$ cat config.mk
export PLATFORM = sky130hd
export DESIGN_NAME = axil_regs_top
export DESIGN_NICKNAME = d
export VERILOG_FILES = /design/src/axil_pkg.sv /design/src/axil_regs_top.sv /design/src/axil_reg_bank.sv /design/src/axil_slave_read.sv /design/src/axil_slave_write.sv
export SDC_FILE = /design/constraint.sdc
export NUM_CORES = 1
export LEC_CHECK = 0
export BUFFER_PORTS_ARGS = -buffer_cell sky130_fd_sc_hd__clkbuf_2
export CORE_MARGIN = 8
export CORE_UTILIZATION = 55
export CTS_BUF_LIST = sky130_fd_sc_hd__clkbuf_16
export CTS_CLUSTER_SIZE = 16
export DETAILED_ROUTE_END_ITERATION = 10
export PLACE_DENSITY_LB_ADDON = 0.05
export REMOVE_ABC_BUFFERS = 1
export SYNTH_ARGS = -nofsm -noshare
export SYNTH_HDL_FRONTEND = slang
export SYNTH_SLANG_ARGS = --single-unit
$ cat constraint.sdc
create_clock -name clk -period 7.3 [get_ports clk]
set_clock_uncertainty 0.2 [all_clocks]
set_input_delay 0.73 -clock clk [delete_from_list [all_inputs] [get_ports clk]]
set_output_delay 0.73 -clock clk [all_outputs]
set_load 0.005 [all_outputs]
$ cat src/axil_pkg.sv
package axil_pkg;

	// AXI4-Lite bus widths.
	localparam int ADDR_WIDTH = 7;
	localparam int DATA_WIDTH = 32;
	localparam int STRB_WIDTH = DATA_WIDTH / 8;

	// Register file geometry, word addressed.
	localparam int REG_COUNT = 8;
	localparam int REG_INDEX_WIDTH = 3;

	localparam logic [1:0] RESP_OKAY = 2'd0;
	localparam logic [1:0] RESP_SLVERR = 2'd2;

	// Byte address on the bus.
	typedef logic [ADDR_WIDTH-1:0] addr_t;

	// Register and bus data.
	typedef logic [DATA_WIDTH-1:0] data_t;

	// Byte enables.
	typedef logic [STRB_WIDTH-1:0] strb_t;

	// AXI response code.
	typedef logic [1:0] resp_t;

endpackage
$ cat src/axil_regs_top.sv
`timescale 1ns/100ps

module axil_regs_top (
	input logic clk,
	input logic rst_n,

	input axil_pkg::addr_t s_axi_awaddr,
	input logic [2:0] s_axi_awprot,
	input logic s_axi_awvalid,
	output logic s_axi_awready,

	input axil_pkg::data_t s_axi_wdata,
	input axil_pkg::strb_t s_axi_wstrb,
	input logic s_axi_wvalid,
	output logic s_axi_wready,

	output axil_pkg::resp_t s_axi_bresp,
	output logic s_axi_bvalid,
	input logic s_axi_bready,

	input axil_pkg::addr_t s_axi_araddr,
	input logic [2:0] s_axi_arprot,
	input logic s_axi_arvalid,
	output logic s_axi_arready,

	output axil_pkg::data_t s_axi_rdata,
	output axil_pkg::resp_t s_axi_rresp,
	output logic s_axi_rvalid,
	input logic s_axi_rready
);
	logic write_req;
	axil_pkg::addr_t write_addr;
	axil_pkg::data_t write_data;
	axil_pkg::strb_t write_strb;
	logic write_ready;
	logic write_response;

	logic read_req;
	axil_pkg::addr_t read_addr;
	logic read_ready;
	axil_pkg::data_t read_data;
	logic read_response;

	axil_slave_write u_write (
		.clk            (clk),
		.rst_n          (rst_n),
		.s_axi_awaddr   (s_axi_awaddr),
		.s_axi_awprot   (s_axi_awprot),
		.s_axi_awvalid  (s_axi_awvalid),
		.s_axi_awready  (s_axi_awready),
		.s_axi_wdata    (s_axi_wdata),
		.s_axi_wstrb    (s_axi_wstrb),
		.s_axi_wvalid   (s_axi_wvalid),
		.s_axi_wready   (s_axi_wready),
		.s_axi_bresp    (s_axi_bresp),
		.s_axi_bvalid   (s_axi_bvalid),
		.s_axi_bready   (s_axi_bready),
		.write_req      (write_req),
		.write_addr     (write_addr),
		.write_data     (write_data),
		.write_strb     (write_strb),
		.write_ready    (write_ready),
		.write_response (write_response)
	);

	axil_slave_read u_read (
		.clk           (clk),
		.rst_n         (rst_n),
		.s_axi_araddr  (s_axi_araddr),
		.s_axi_arprot  (s_axi_arprot),
		.s_axi_arvalid (s_axi_arvalid),
		.s_axi_arready (s_axi_arready),
		.s_axi_rdata   (s_axi_rdata),
		.s_axi_rresp   (s_axi_rresp),
		.s_axi_rvalid  (s_axi_rvalid),
		.s_axi_rready  (s_axi_rready),
		.read_req      (read_req),
		.read_addr     (read_addr),
		.read_ready    (read_ready),
		.read_data     (read_data),
		.read_response (read_response)
	);

	axil_reg_bank u_bank (
		.clk            (clk),
		.rst_n          (rst_n),
		.write_req      (write_req),
		.write_addr     (write_addr),
		.write_data     (write_data),
		.write_strb     (write_strb),
		.write_ready    (write_ready),
		.write_response (write_response),
		.read_req       (read_req),
		.read_addr      (read_addr),
		.read_ready     (read_ready),
		.read_data      (read_data),
		.read_response  (read_response)
	);
endmodule

$ cat src/axil_reg_bank.sv
`timescale 1ns/100ps

module axil_reg_bank (
	input logic clk,
	input logic rst_n,

	input logic write_req,
	input axil_pkg::addr_t write_addr,
	input axil_pkg::data_t write_data,
	input axil_pkg::strb_t write_strb,
	output logic write_ready,
	output logic write_response,

	input logic read_req,
	input axil_pkg::addr_t read_addr,
	output logic read_ready,
	output axil_pkg::data_t read_data,
	output logic read_response
);
	localparam int INDEX_LSB = 2;
	localparam int INDEX_MSB = axil_pkg::REG_INDEX_WIDTH + INDEX_LSB - 1;

	axil_pkg::data_t regs [axil_pkg::REG_COUNT];

	logic write_done;
	logic read_done;

	logic write_valid;
	logic read_valid;
	logic [axil_pkg::REG_INDEX_WIDTH-1:0] write_index;
	logic [axil_pkg::REG_INDEX_WIDTH-1:0] read_index;

	// Only word addresses 0x00..0x1C map onto a register.
	assign write_valid = write_addr[axil_pkg::ADDR_WIDTH-1:INDEX_MSB+1] == '0;
	assign read_valid = read_addr[axil_pkg::ADDR_WIDTH-1:INDEX_MSB+1] == '0;
	assign write_index = write_addr[INDEX_MSB:INDEX_LSB];
	assign read_index = read_addr[INDEX_MSB:INDEX_LSB];

	always_ff @(posedge clk or negedge rst_n) begin
		if (!rst_n) begin
			for (int i = 0; i < axil_pkg::REG_COUNT; i++)
				regs[i] <= '0;
			write_done <= 1'b0;
			write_ready <= 1'b0;
		end else begin
			write_ready <= 1'b0;
			if (!write_req) begin
				write_done <= 1'b0;
			end else if (!write_done) begin
				// One commit per request, only the enabled bytes.
				write_done <= 1'b1;
				write_ready <= 1'b1;
				if (write_valid) begin
					for (int b = 0; b < axil_pkg::STRB_WIDTH; b++)
						if (write_strb[b])
							regs[write_index][b*8 +: 8] <= write_data[b*8 +: 8];
				end
			end
		end
	end

	always_ff @(posedge clk or negedge rst_n) begin
		if (!rst_n) begin
			read_done <= 1'b0;
			read_ready <= 1'b0;
		end else begin
			read_ready <= read_req & ~read_done;
			read_done <= read_req;
		end
	end

	// Responses are sampled by the channel blocks only with the ready pulse.
	always_ff @(posedge clk) begin
		if (write_req && !write_done)
			write_response <= write_valid;
		if (read_req && !read_done) begin
			read_response <= read_valid;
			read_data <= read_valid ? regs[read_index] : '0;
		end
	end
endmodule

$ cat src/axil_slave_read.sv
`timescale 1ns/100ps

module axil_slave_read (
	input logic clk,
	input logic rst_n,

	input axil_pkg::addr_t s_axi_araddr,
	input logic [2:0] s_axi_arprot,
	input logic s_axi_arvalid,
	output logic s_axi_arready,

	output axil_pkg::data_t s_axi_rdata,
	output axil_pkg::resp_t s_axi_rresp,
	output logic s_axi_rvalid,
	input logic s_axi_rready,

	output logic read_req,
	output axil_pkg::addr_t read_addr,
	input logic read_ready,
	input axil_pkg::data_t read_data,
	input logic read_response
);
	typedef enum logic [1:0] {
		ST_R_WAIT_ADDR,
		ST_R_WAIT_BANK,
		ST_R_RESPONSE
	} state_t;

	state_t state, state_next;

	logic arready_next;
	logic rvalid_next;
	axil_pkg::resp_t rresp_next;
	logic read_req_next;

	logic ar_fire;
	logic r_fire;

	assign ar_fire = s_axi_arvalid & s_axi_arready;
	assign r_fire = s_axi_rvalid & s_axi_rready;

	always_ff @(posedge clk or negedge rst_n) begin
		if (!rst_n) begin
			state <= ST_R_WAIT_ADDR;
			s_axi_arready <= 1'b0;
			s_axi_rvalid <= 1'b0;
			s_axi_rresp <= axil_pkg::RESP_OKAY;
			read_req <= 1'b0;
		end else begin
			state <= state_next;
			s_axi_arready <= arready_next;
			s_axi_rvalid <= rvalid_next;
			s_axi_rresp <= rresp_next;
			read_req <= read_req_next;
		end
	end

	// Bank data is captured once and then held until RREADY.
	always_ff @(posedge clk) begin
		if (ar_fire && state == ST_R_WAIT_ADDR)
			read_addr <= s_axi_araddr;
		if (read_ready && state == ST_R_WAIT_BANK)
			s_axi_rdata <= read_data;
	end

	always_comb begin
		state_next = state;
		arready_next = s_axi_arready;
		rvalid_next = s_axi_rvalid;
		rresp_next = s_axi_rresp;
		read_req_next = read_req;

		case (state)
			ST_R_WAIT_ADDR: begin
				arready_next = 1'b1;
				if (ar_fire) begin
					state_next = ST_R_WAIT_BANK;
					arready_next = 1'b0;
					read_req_next = 1'b1;
				end
			end

			ST_R_WAIT_BANK: begin
				if (read_ready) begin
					state_next = ST_R_RESPONSE;
					read_req_next = 1'b0;
					rvalid_next = 1'b1;
					rresp_next = read_response ? axil_pkg::RESP_OKAY : axil_pkg::RESP_SLVERR;
				end
			end

			ST_R_RESPONSE: begin
				if (r_fire) begin
					state_next = ST_R_WAIT_ADDR;
					arready_next = 1'b1;
					rvalid_next = 1'b0;
				end
			end

			default: state_next = ST_R_WAIT_ADDR;
		endcase
	end
endmodule

$ cat src/axil_slave_write.sv
`timescale 1ns/100ps

module axil_slave_write (
	input logic clk,
	input logic rst_n,

	input axil_pkg::addr_t s_axi_awaddr,
	input logic [2:0] s_axi_awprot,
	input logic s_axi_awvalid,
	output logic s_axi_awready,

	input axil_pkg::data_t s_axi_wdata,
	input axil_pkg::strb_t s_axi_wstrb,
	input logic s_axi_wvalid,
	output logic s_axi_wready,

	output axil_pkg::resp_t s_axi_bresp,
	output logic s_axi_bvalid,
	input logic s_axi_bready,

	output logic write_req,
	output axil_pkg::addr_t write_addr,
	output axil_pkg::data_t write_data,
	output axil_pkg::strb_t write_strb,
	input logic write_ready,
	input logic write_response
);
	typedef enum logic [1:0] {
		ST_W_WAIT_ADDR,
		ST_W_WAIT_DATA,
		ST_W_RESPONSE
	} state_t;

	state_t state, state_next;

	logic awready_next;
	logic wready_next;
	logic bvalid_next;
	axil_pkg::resp_t bresp_next;
	logic write_req_next;

	logic aw_fire;
	logic w_fire;
	logic b_fire;

	assign aw_fire = s_axi_awvalid & s_axi_awready;
	assign w_fire = s_axi_wvalid & s_axi_wready;
	assign b_fire = s_axi_bvalid & s_axi_bready;

	always_ff @(posedge clk or negedge rst_n) begin
		if (!rst_n) begin
			state <= ST_W_WAIT_ADDR;
			s_axi_awready <= 1'b0;
			s_axi_wready <= 1'b0;
			s_axi_bvalid <= 1'b0;
			s_axi_bresp <= axil_pkg::RESP_OKAY;
			write_req <= 1'b0;
		end else begin
			state <= state_next;
			s_axi_awready <= awready_next;
			s_axi_wready <= wready_next;
			s_axi_bvalid <= bvalid_next;
			s_axi_bresp <= bresp_next;
			write_req <= write_req_next;
		end
	end

	// Address and data are held for the bank until the next transaction.
	always_ff @(posedge clk) begin
		if (aw_fire && state == ST_W_WAIT_ADDR)
			write_addr <= s_axi_awaddr;
		if (w_fire && state == ST_W_WAIT_DATA) begin
			write_data <= s_axi_wdata;
			write_strb <= s_axi_wstrb;
		end
	end

	always_comb begin
		state_next = state;
		awready_next = s_axi_awready;
		wready_next = s_axi_wready;
		bvalid_next = s_axi_bvalid;
		bresp_next = s_axi_bresp;
		write_req_next = write_req;

		case (state)
			ST_W_WAIT_ADDR: begin
				awready_next = 1'b1;
				if (aw_fire) begin
					state_next = ST_W_WAIT_DATA;
					awready_next = 1'b0;
					wready_next = 1'b1;
				end
			end

			ST_W_WAIT_DATA: begin
				if (w_fire) begin
					state_next = ST_W_RESPONSE;
					wready_next = 1'b0;
					write_req_next = 1'b1;
				end
			end

			ST_W_RESPONSE: begin
				if (b_fire) begin
					state_next = ST_W_WAIT_ADDR;
					awready_next = 1'b1;
					bvalid_next = 1'b0;
					write_req_next = 1'b0;
				end else if (write_ready) begin
					bvalid_next = 1'b1;
					bresp_next = write_response ? axil_pkg::RESP_OKAY : axil_pkg::RESP_SLVERR;
				end
			end

			default: state_next = ST_W_WAIT_ADDR;
		endcase
	end
endmodule

==> results.py, run 1 <==
metrics = {
    "cells_and_area": {
        "final_core_util_pct": 62.8,
        "final_design_area_no_fill_sq_um": 17900,
        "seq_area_sq_um": 10200,
        "fill_cells": 2247,
        "area_growth_pct": 13.0,
        "diodes": 0,
        "drive_gt1_share_pct": 39.7,
        "final_common_cell": "dfrtp_1",
        "multi_input_area_sq_um": 5450,
        "nets": 1170,
        "mostFrequentLayoutCells": "dfrtp_1 (273), mux2_2 (249), mux2i_1 (129)",
    },
    "placement": {
        "dpl.hpwl_um": 18100,
        "gp_congestion": 0.713,
        "port_buffers": 91,
        "placed_cell_area_sq_um": 16700,
    },
    "power_and_ir_drop": {
        "vdd_drop_max_uv": 227,
        "fin_total_pwr_uw": 5740,
        "leakagePower_uw": 0.00837,
        "power_density_nw_per_um2": 320,
    },
    "route": {
        "ant_nets": 0,
        "vias": 8573,
        "wire_per_inst_um": 20.8,
        "met2WireLength_um": 15200,
        "drt_iter0_drc": 487,
        "highest_layer": "met5",
        "wirelength_um": 31800,
        "route.detailed.drc": 0,
        "met3_length_um": 1240,
        "dr.pass1.iters": 4,
        "viasPerCell": 5.63,
        "drt-met1-wl_um": 14700,
    },
    "clock_network": {
        "clk_pin_slew_ns": 0.06,
        "cts-resized-gates": 0,
        "htreeDepth": 2,
        "clk_path_buf_depth": 3,
        "ctsHoldBuffers": 0,
        "clock-sinks": 385,
        "clk-insertion-delay-late_ns": 0.53,
        "clockRootBuffer": "clkbuf_16",
        "cts_buffers": 42,
        "postCtsSetupBuffers": 0,
        "cts_tree": "built",
    },
    "worst_setup_path": {
        "rr_worst_depth": 3,
        "worstSetupStartpointType": "register",
        "cp.required_ns": 7.51,
        "crit_type": "reg -> reg",
        "crit_fanout": 25,
        "crit_arrival_ns": 3.21,
        "r2r_slack_ns": 4.30,
        "end_kind": "register",
    },
    "sta": {
        "finalSetupViolations": 0,
        "fmax_mhz": 333,
        "tns_ns": 0,
        "worstMarginPinSlew_ns": 1.11,
        "whs_ns": 0.0595,
        "finalCritPeriodShare_pct": 41.1,
        "rsz0062_at_grt": "no",
        "period_minus_slack_ns": 3.00,
        "finalHoldViolCount": 0,
        "slew_headroom_pct": 25.5,
        "finalMaxSlewViolations": 0,
    },
    "yosys": {
        "syn_area_sq_um": 15900,
        "synth_edf_count": 112,
        "ys_types": 39,
        "async_flop_share_pct": 70.9,
        "ys_ff_latch": 385,
        "synthCells": 1016,
        "synth_area_per_cell_sq_um": 15.6,
        "ys.warnings.count": 0,
        "synth-seq-area-share_pct": 64.2,
        "ys.flop_type": "dfrtp_1",
    },
    "grt": {
        "grt_pass1_vias": 8911,
        "antenna_found_initial": 1,
        "grt_max_degree": 155,
        "grt_util_all_layers_pct": 18.9,
        "grt_pass1_wl_um": 50400,
        "overflow": 0,
    },
    "die": {
        "start_util_pct": 55.6,
        "die-area_sq_um": 34500,
        "chipHeight_um": 186,
        "io_pins": 104,
        "placement_rows": 62,
        "core_sq_um": 28500,
        "die-width_um": 186,
    },
    "run": {
        "maxCapViolCount": 0,
    },
    "outcome": {
        "status": "finished, final reports clean",
    },
    "hold_path": {
        "min_path_type": "in -> async",
    },
}
==> stage by stage <==
step | setup WS, ns | cells
6_report | 4.30 | 1524
3_3_place_gp | 4.35 | 1447
4_1_cts | 4.29 | 1524
3_5_place_dp | 4.29 | 1447
5_1_grt | 4.15 | 1524
2_1_floorplan | 1.95 | 966
==> critical path, cell delays in order (launching register included) <==
cell      delay (ns)
edfxtp_1        0.44
nor4b_4         0.97
nand4_1         0.77
mux2_2          0.51
==> metal layers <==
metal / GRT usage (%) / vias to the layer above
li1: - / 3968
met1: 26.0 / 4430
met3: 3.12 / 45
met2: 30.5 / 128
met5: 0 / -
met4: 5.56 / 2
==> final timing paths <==
| path | start | endpoint |
|---|---|---|
| max in group asynchronous | rst_n | u_bank.regs[74]$_DFFE_PN0P_ |
| worst min register to register | u_bank.read_data[17]$_SDFFCE_PN0P_ | u_read.s_axi_rdata[17]$_DFFE_PP_ |
| worst max register to register | u_write.write_addr[6]$_DFFE_PP_ | u_bank.regs[208]$_DFFE_PN0P_ |
| worst min-delay path | rst_n | u_read.s_axi_rvalid$_DFFE_PN0P_ |
| min in group clk | s_axi_wstrb[3] | u_write.write_strb[3]$_DFFE_PP_ |
| worst max-delay path | u_write.write_addr[6]$_DFFE_PP_ | u_bank.regs[208]$_DFFE_PN0P_ |
==> registers in the layout, summed over array words and instances (netlist names), 2 cells and up <==
name / cells
u_bank.regs: 256
u_bank.read_data: 32
u_read.s_axi_rdata: 32
u_write.write_data: 32
u_read.read_addr: 5
u_write.write_addr: 5
u_write.write_strb: 4
u_read.state: 2
u_write.state: 2
==> kinds of logic after synthesis <==
group,synth area share [%]
muxes,26.3
DFF,64.2
and+or+nand+nor,4.93
AOI/OAI and AO/OA,2.94
buffers and inverters,1.55
other,0.0236
==> report_power, final <==
group	leakage, uW	internal (uW)	switching (uW)
Clock	0.000645	1070	832
Combinational	0.00304	480	320
Sequential	0.00468	2730	305
==> cell usage after synthesis, drive strengths merged, types with 3 or more instances <==
cell type	number	share of area, %
a21oi	4	0.13
and3	3	0.12
and4	6	0.33
buf	24	0.75
clkbuf	27	0.64
dfrtp	273	43
edfxtp	112	21
inv	7	0.17
mux2	256	18
mux2i	129	8.1
nand2	16	0.38
nand3	14	0.47
nand3b	3	0.14
nand4	4	0.16
nor2	5	0.12
nor2b	8	0.32
nor4	3	0.40
nor4b	3	0.39
o21ai	5	0.16
o22ai	64	2.5
or2	32	1.3
or4b	3	0.19
==> layout make-up <==
cell class | count | share of cell area, %
Tap cell | 384 | 2.68
Inverter | 7 | 0.147
Clock inverter | 34 | 0.928
Sequential cell | 385 | 56.9
Clock buffer | 43 | 6.00
Multi-Input combinational cell | 574 | 30.4
Timing Repair Buffer | 97 | 2.99
(Power assumes the default switching activity.)
==> run 2, diff against run 1 <==
- clock period: 7.3 -> 2.9 ns (I/O delays scaled with it)
==> run 2 against run 1 <==
  * Combinational power grew to 2.7 times the previous value
  * Sequential power grew to 2.5 times the previous value
  * Die area stayed put
  * Sequential share of layout area is 2.6 points lower
  * Setup slack worse by 3.9 ns
  * Count of clock-buffer cells in the layout stayed put
  * Worst hold slack better by 0.076 ns
  * Global-route usage is 1.2 points higher
  * Largest cell class unchanged
==> results.py, run 2 (same netlist as run 1, synthesis figures left out) <==
metrics = {
    "sta": {
        "worstMarginPinSlew_ns": 0.695,
        "finalMaxSlewViolations": 0,
        "slew_headroom_pct": 53.6,
        "rsz0062_at_grt": "no",
        "fmax_mhz": 405,
        "tns_ns": 0,
        "whs_ns": 0.136,
        "finalCritPeriodShare_pct": 85.1,
        "finalSetupViolations": 0,
        "period_minus_slack_ns": 2.47,
        "finalHoldViolCount": 0,
    },
    "cells_and_area": {
        "nets": 1255,
        "diodes": 0,
        "largest_register_ff_count": 256,
        "drive_gt1_share_pct": 39.3,
        "final_common_cell": "dfrtp_1",
        "multi_input_area_sq_um": 5450,
        "fin_cells": 1609,
        "final_core_util_pct": 65.8,
        "mostFrequentLayoutCells": "dfrtp_1 (273), mux2_2 (249), mux2i_1 (129)",
        "area_growth_pct": 18.3,
        "seq_area_sq_um": 10200,
        "largest_register": "u_bank.regs",
        "fill_cells": 2186,
    },
    "route": {
        "dr.pass1.iters": 4,
        "viasPerCell": 5.55,
        "vias": 8931,
        "wirelength_um": 33400,
        "route.detailed.drc": 0,
        "ant_nets": 0,
        "drt_iter0_drc": 381,
        "wire_per_inst_um": 20.7,
    },
    "worst_setup_path": {
        "r2r_end": "u_bank.regs[84]$_DFFE_PN0P_",
        "r2r_slack_ns": 0.43,
        "slowest_stage": "or4b_1",
        "crit_type": "reg -> reg",
        "crit_path_frequent_cell": "buf_4",
        "worstSetupStartpointType": "register",
        "crit_arrival_ns": 2.68,
        "crit_fanout": 7,
        "cp.required_ns": 3.11,
        "crit_chain": "or4b_1 > buf_4 > nor4_4 > buf_4 > mux2_2",
        "r2r_start": "u_write.write_addr[6]$_DFFE_PP_",
        "rr_worst_depth": 5,
        "end_kind": "register",
        "slowest_delay_ns": 0.55,
    },
    "placement": {
        "dpl.hpwl_um": 20000,
        "gp_congestion": 0.734,
        "port_buffers": 91,
        "dp.cells": 1480,
    },
    "die": {
        "io_pins": 104,
        "chipHeight_um": 186,
        "die-area_sq_um": 34500,
        "die-width_um": 186,
        "placement_rows": 62,
        "core_sq_um": 28500,
        "start_util_pct": 55.6,
    },
    "grt": {
        "antenna_found_initial": 0,
        "grt_max_degree": 79,
        "grt_util_all_layers_pct": 20.0,
        "grt_pass1_wl_um": 53300,
        "overflow": 0,
        "grt_pass1_vias": 9638,
    },
    "clock_network": {
        "cts-resized-gates": 0,
        "clk_path_buf_depth": 3,
        "postCtsSetupBuffers": 0,
        "clk_pin_slew_ns": 0.06,
        "clockRootBuffer": "clkbuf_16",
        "ctsHoldBuffers": 53,
        "cts_buffers": 41,
        "clk-insertion-delay-late_ns": 0.53,
        "htreeDepth": 2,
        "clock-sinks": 385,
        "cts_tree": "built",
    },
    "power_and_ir_drop": {
        "power_density_nw_per_um2": 778,
        "leakagePower_uw": 0.00879,
        "vdd_drop_max_uv": 546,
        "fin_total_pwr_uw": 14600,
    },
    "run": {
        "maxCapViolCount": 0,
    },
    "outcome": {
        "status": "finished, final reports clean",
    },
    "hold_path": {
        "min_path_type": "in -> async",
    },
}
[run 2: final cells by class]
| cell class | instances | area share, % |
|---|---|---|
| clock buffer | 43 | 5.73 |
| clock inverter | 33 | 0.900 |
| inverter | 7 | 0.140 |
| multi-input combinational | 574 | 29.0 |
| sequential | 385 | 54.3 |
| tap | 384 | 2.56 |
| timing repair buffer | 183 | 7.33 |
[run 2: power breakdown]
| group | total, uW | switching (uW) | leakage, uW | internal (uW) |
|---|---|---|---|---|
| sequential | 7610 | 746 | 0.00468 | 6870 |
| clock | 4810 | 2050 | 0.000662 | 2760 |
| combinational | 2170 | 867 | 0.00344 | 1300 |
| total | 14600 | 3670 | 0.00879 | 10900 |
[run 2: through the flow]
| step | area (sq um) | setup slack [ns] |
|---|---|---|
| 3_3_place_gp | 17000 | 0.413 |
| 3_5_place_dp | 17000 | 0.414 |
| 6_report | 18800 | 0.433 |
| 2_1_floorplan | 15700 | -2.45 |
| 4_1_cts | 18800 | 0.403 |
| 5_1_grt | 18800 | 0.346 |
[run 2: how the worst max path moves through the flow]
stage,start,end,cells after the start
detailed placement,u_write.write_addr[6]$_DFFE_PP_,u_bank.regs[84]$_DFFE_PN0P_,5
finish,u_write.write_addr[6]$_DFFE_PP_,u_bank.regs[84]$_DFFE_PN0P_,5
floorplan,u_read.read_addr[3]$_DFFE_PP_,u_bank.read_data[0]$_SDFFCE_PN0P_,3
global placement,u_write.write_addr[6]$_DFFE_PP_,u_bank.regs[80]$_DFFE_PN0P_,5
global route,u_write.write_addr[6]$_DFFE_PP_,u_bank.regs[84]$_DFFE_PN0P_,5
CTS,u_write.write_addr[6]$_DFFE_PP_,u_bank.regs[84]$_DFFE_PN0P_,5
[run 2: metal layers]
layer	routed length (um)	global-route usage (%)	vias to the layer above
li1	-	-	4147
met1	15300	27.4	4557
met2	15700	32.4	166
met3	1470	3.14	61
met4	963	6.76	0
met5	0	0	-
[run 2: worst max-delay path: cells and delay by family, from the launching register on]
| family | cells | cell delay, ns |
|---|---|---|
| buf+inv | 2 | 0.45 |
| flops | 1 | 0.44 |
| simple gates | 2 | 0.93 |
| mux | 1 | 0.34 |
==> run 3, diff against run 2 <==
- PLACE_DENSITY_LB_ADDON: 0.05 -> 0.12
==> run 3 against run 2 <==
  * Core utilization about the same
  * Sequential share of layout area barely moved
  * Global-route usage decreased by 0.18 points
  * Critical endpoint is now u_bank.regs[138]$_DFFE_PN0P_
  * Fmax is 3.0% lower
  * Combinational power barely moved
  * First-iteration DRC count grew 26%
  * Via count down 0.26%
  * Count of clock-buffer cells in the layout shrank 1
  * Critical path depth shrank 1
  * Final area about the same
  * Die area is the same
  * Wire length is 1.7% lower
==> results.py, run 3 (same netlist as run 1, synthesis figures left out) <==
metrics = {
    "outcome": {
        "status": "finished, final reports clean",
    },
    "placement": {
        "port_buffers": 91,
        "placed_cell_area_sq_um": 17000,
        "gp_congestion": 0.717,
        "dpl.hpwl_um": 19300,
    },
    "clock_network": {
        "clk_path_buf_depth": 3,
        "cts_tree": "built",
        "ctsHoldBuffers": 53,
        "clock-sinks": 385,
        "postCtsSetupBuffers": 0,
        "clk_pin_slew_ns": 0.06,
        "cts_buffers": 40,
        "htreeDepth": 2,
        "clk-insertion-delay-late_ns": 0.52,
        "clockRootBuffer": "clkbuf_16",
        "cts-resized-gates": 0,
    },
    "power_and_ir_drop": {
        "leakagePower_uw": 0.00876,
        "power_density_nw_per_um2": 787,
        "vdd_drop_max_uv": 601,
    },
    "route": {
        "vias": 8908,
        "dr.pass1.iters": 4,
        "wirelength_um": 32800,
        "viasPerCell": 5.57,
        "ant_nets": 0,
        "drt-met1-wl_um": 14400,
        "wire_per_inst_um": 20.5,
        "highest_layer": "met4",
        "drt_iter0_drc": 480,
        "met2WireLength_um": 16400,
        "met3_length_um": 1290,
        "route.detailed.drc": 0,
    },
    "cells_and_area": {
        "mostFrequentLayoutCells": "dfrtp_1 (273), mux2_2 (249), mux2i_1 (129)",
        "final_core_util_pct": 65.8,
        "area_growth_pct": 18.3,
        "nets": 1248,
        "largest_register": "u_bank.regs",
        "largest_register_ff_count": 256,
        "drive_gt1_share_pct": 39.3,
        "final_design_area_no_fill_sq_um": 18800,
        "final_common_cell": "dfrtp_1",
    },
    "sta": {
        "rsz0062_at_grt": "no",
        "period_minus_slack_ns": 2.54,
        "finalHoldViolCount": 0,
        "fmax_mhz": 393,
        "worstMarginPinSlew_ns": 0.692,
        "whs_ns": 0.137,
        "tns_ns": 0,
        "finalSetupViolations": 0,
        "slew_headroom_pct": 53.8,
        "finalCritPeriodShare_pct": 87.7,
        "finalMaxSlewViolations": 0,
    },
    "worst_setup_path": {
        "crit_chain": "or4b_1 > nor4b_4 > buf_4 > mux2_2",
        "crit_type": "reg -> reg",
        "crit_fanout": 8,
        "slowest_delay_ns": 0.86,
        "end_kind": "register",
        "crit_arrival_ns": 2.74,
        "cp.required_ns": 3.10,
        "slowest_stage": "or4b_1",
        "worstSetupStartpointType": "register",
    },
    "die": {
        "die-width_um": 186,
        "placement_rows": 62,
        "start_util_pct": 55.6,
        "core_sq_um": 28500,
        "io_pins": 104,
        "die-area_sq_um": 34500,
        "chipHeight_um": 186,
    },
    "grt": {
        "grt_pass1_wl_um": 53200,
        "grt_max_degree": 71,
        "antenna_found_initial": 1,
        "grt_pass1_vias": 9618,
        "grt_util_all_layers_pct": 19.9,
        "overflow": 0,
    },
    "hold_path": {
        "min_path_type": "in -> async",
    },
    "run": {
        "maxCapViolCount": 0,
    },
}
==> run 3: layout make-up <==
class                      count  area, sq um
antenna                        1         2.50
clock buffer                  42         1050
clock inverter                30          234
fill                        2149         9780
inverter                       7         26.3
multi-input combinational    574         5450
sequential                   385        10200
tap                          384          480
timing repair buffer         177         1330
==> run 3: worst max-delay path: cells and delay by family (launching register included) <==
family / cells / cell delay [ns]
flops: 1 / 0.44
simple gates: 2 / 1.20
buf+inv: 1 / 0.22
mux: 1 / 0.35
==> run 3: where the power goes <==
group,internal (uW),switching (uW)
sequential,6860,756
combinational,1300,850
clock,2970,2030
==> run 3: final timing paths <==
kind                       slack (ns)                            to  cells after the start                             from
max                              0.36  u_bank.regs[138]$_DFFE_PN0P_                      4  u_write.write_addr[6]$_DFFE_PP_
min                              0.14  u_bank.regs[145]$_DFFE_PN0P_                      2                            rst_n
max reg2reg                      0.36  u_bank.regs[138]$_DFFE_PN0P_                      4  u_write.write_addr[6]$_DFFE_PP_
min reg2reg                      0.21    u_bank.read_done$_DFF_PN0_                      0      u_read.read_req$_DFFE_PN0P_
max in group asynchronous        1.58  u_bank.regs[136]$_DFFE_PN0P_                      3                            rst_n
min in group clk                 0.21    u_bank.read_done$_DFF_PN0_                      0      u_read.read_req$_DFFE_PN0P_
==> run 3: routing by layer <==
metal,vias up,GRT usage [%]
li1,4136,-
met1,4559,26.1
met2,157,33.6
met3,56,3.22
met4,0,6.10
met5,-,0
==> run 3: through the flow <==
step                std cells  worst slack [ns]  power [uW]
finish                   1600             0.358       14800
global route             1600             0.288       15500
CTS                      1599             0.346       14900
detailed placement       1474             0.366        9820
global placement         1474             0.395        9680
floorplan                 966             -2.45        9140
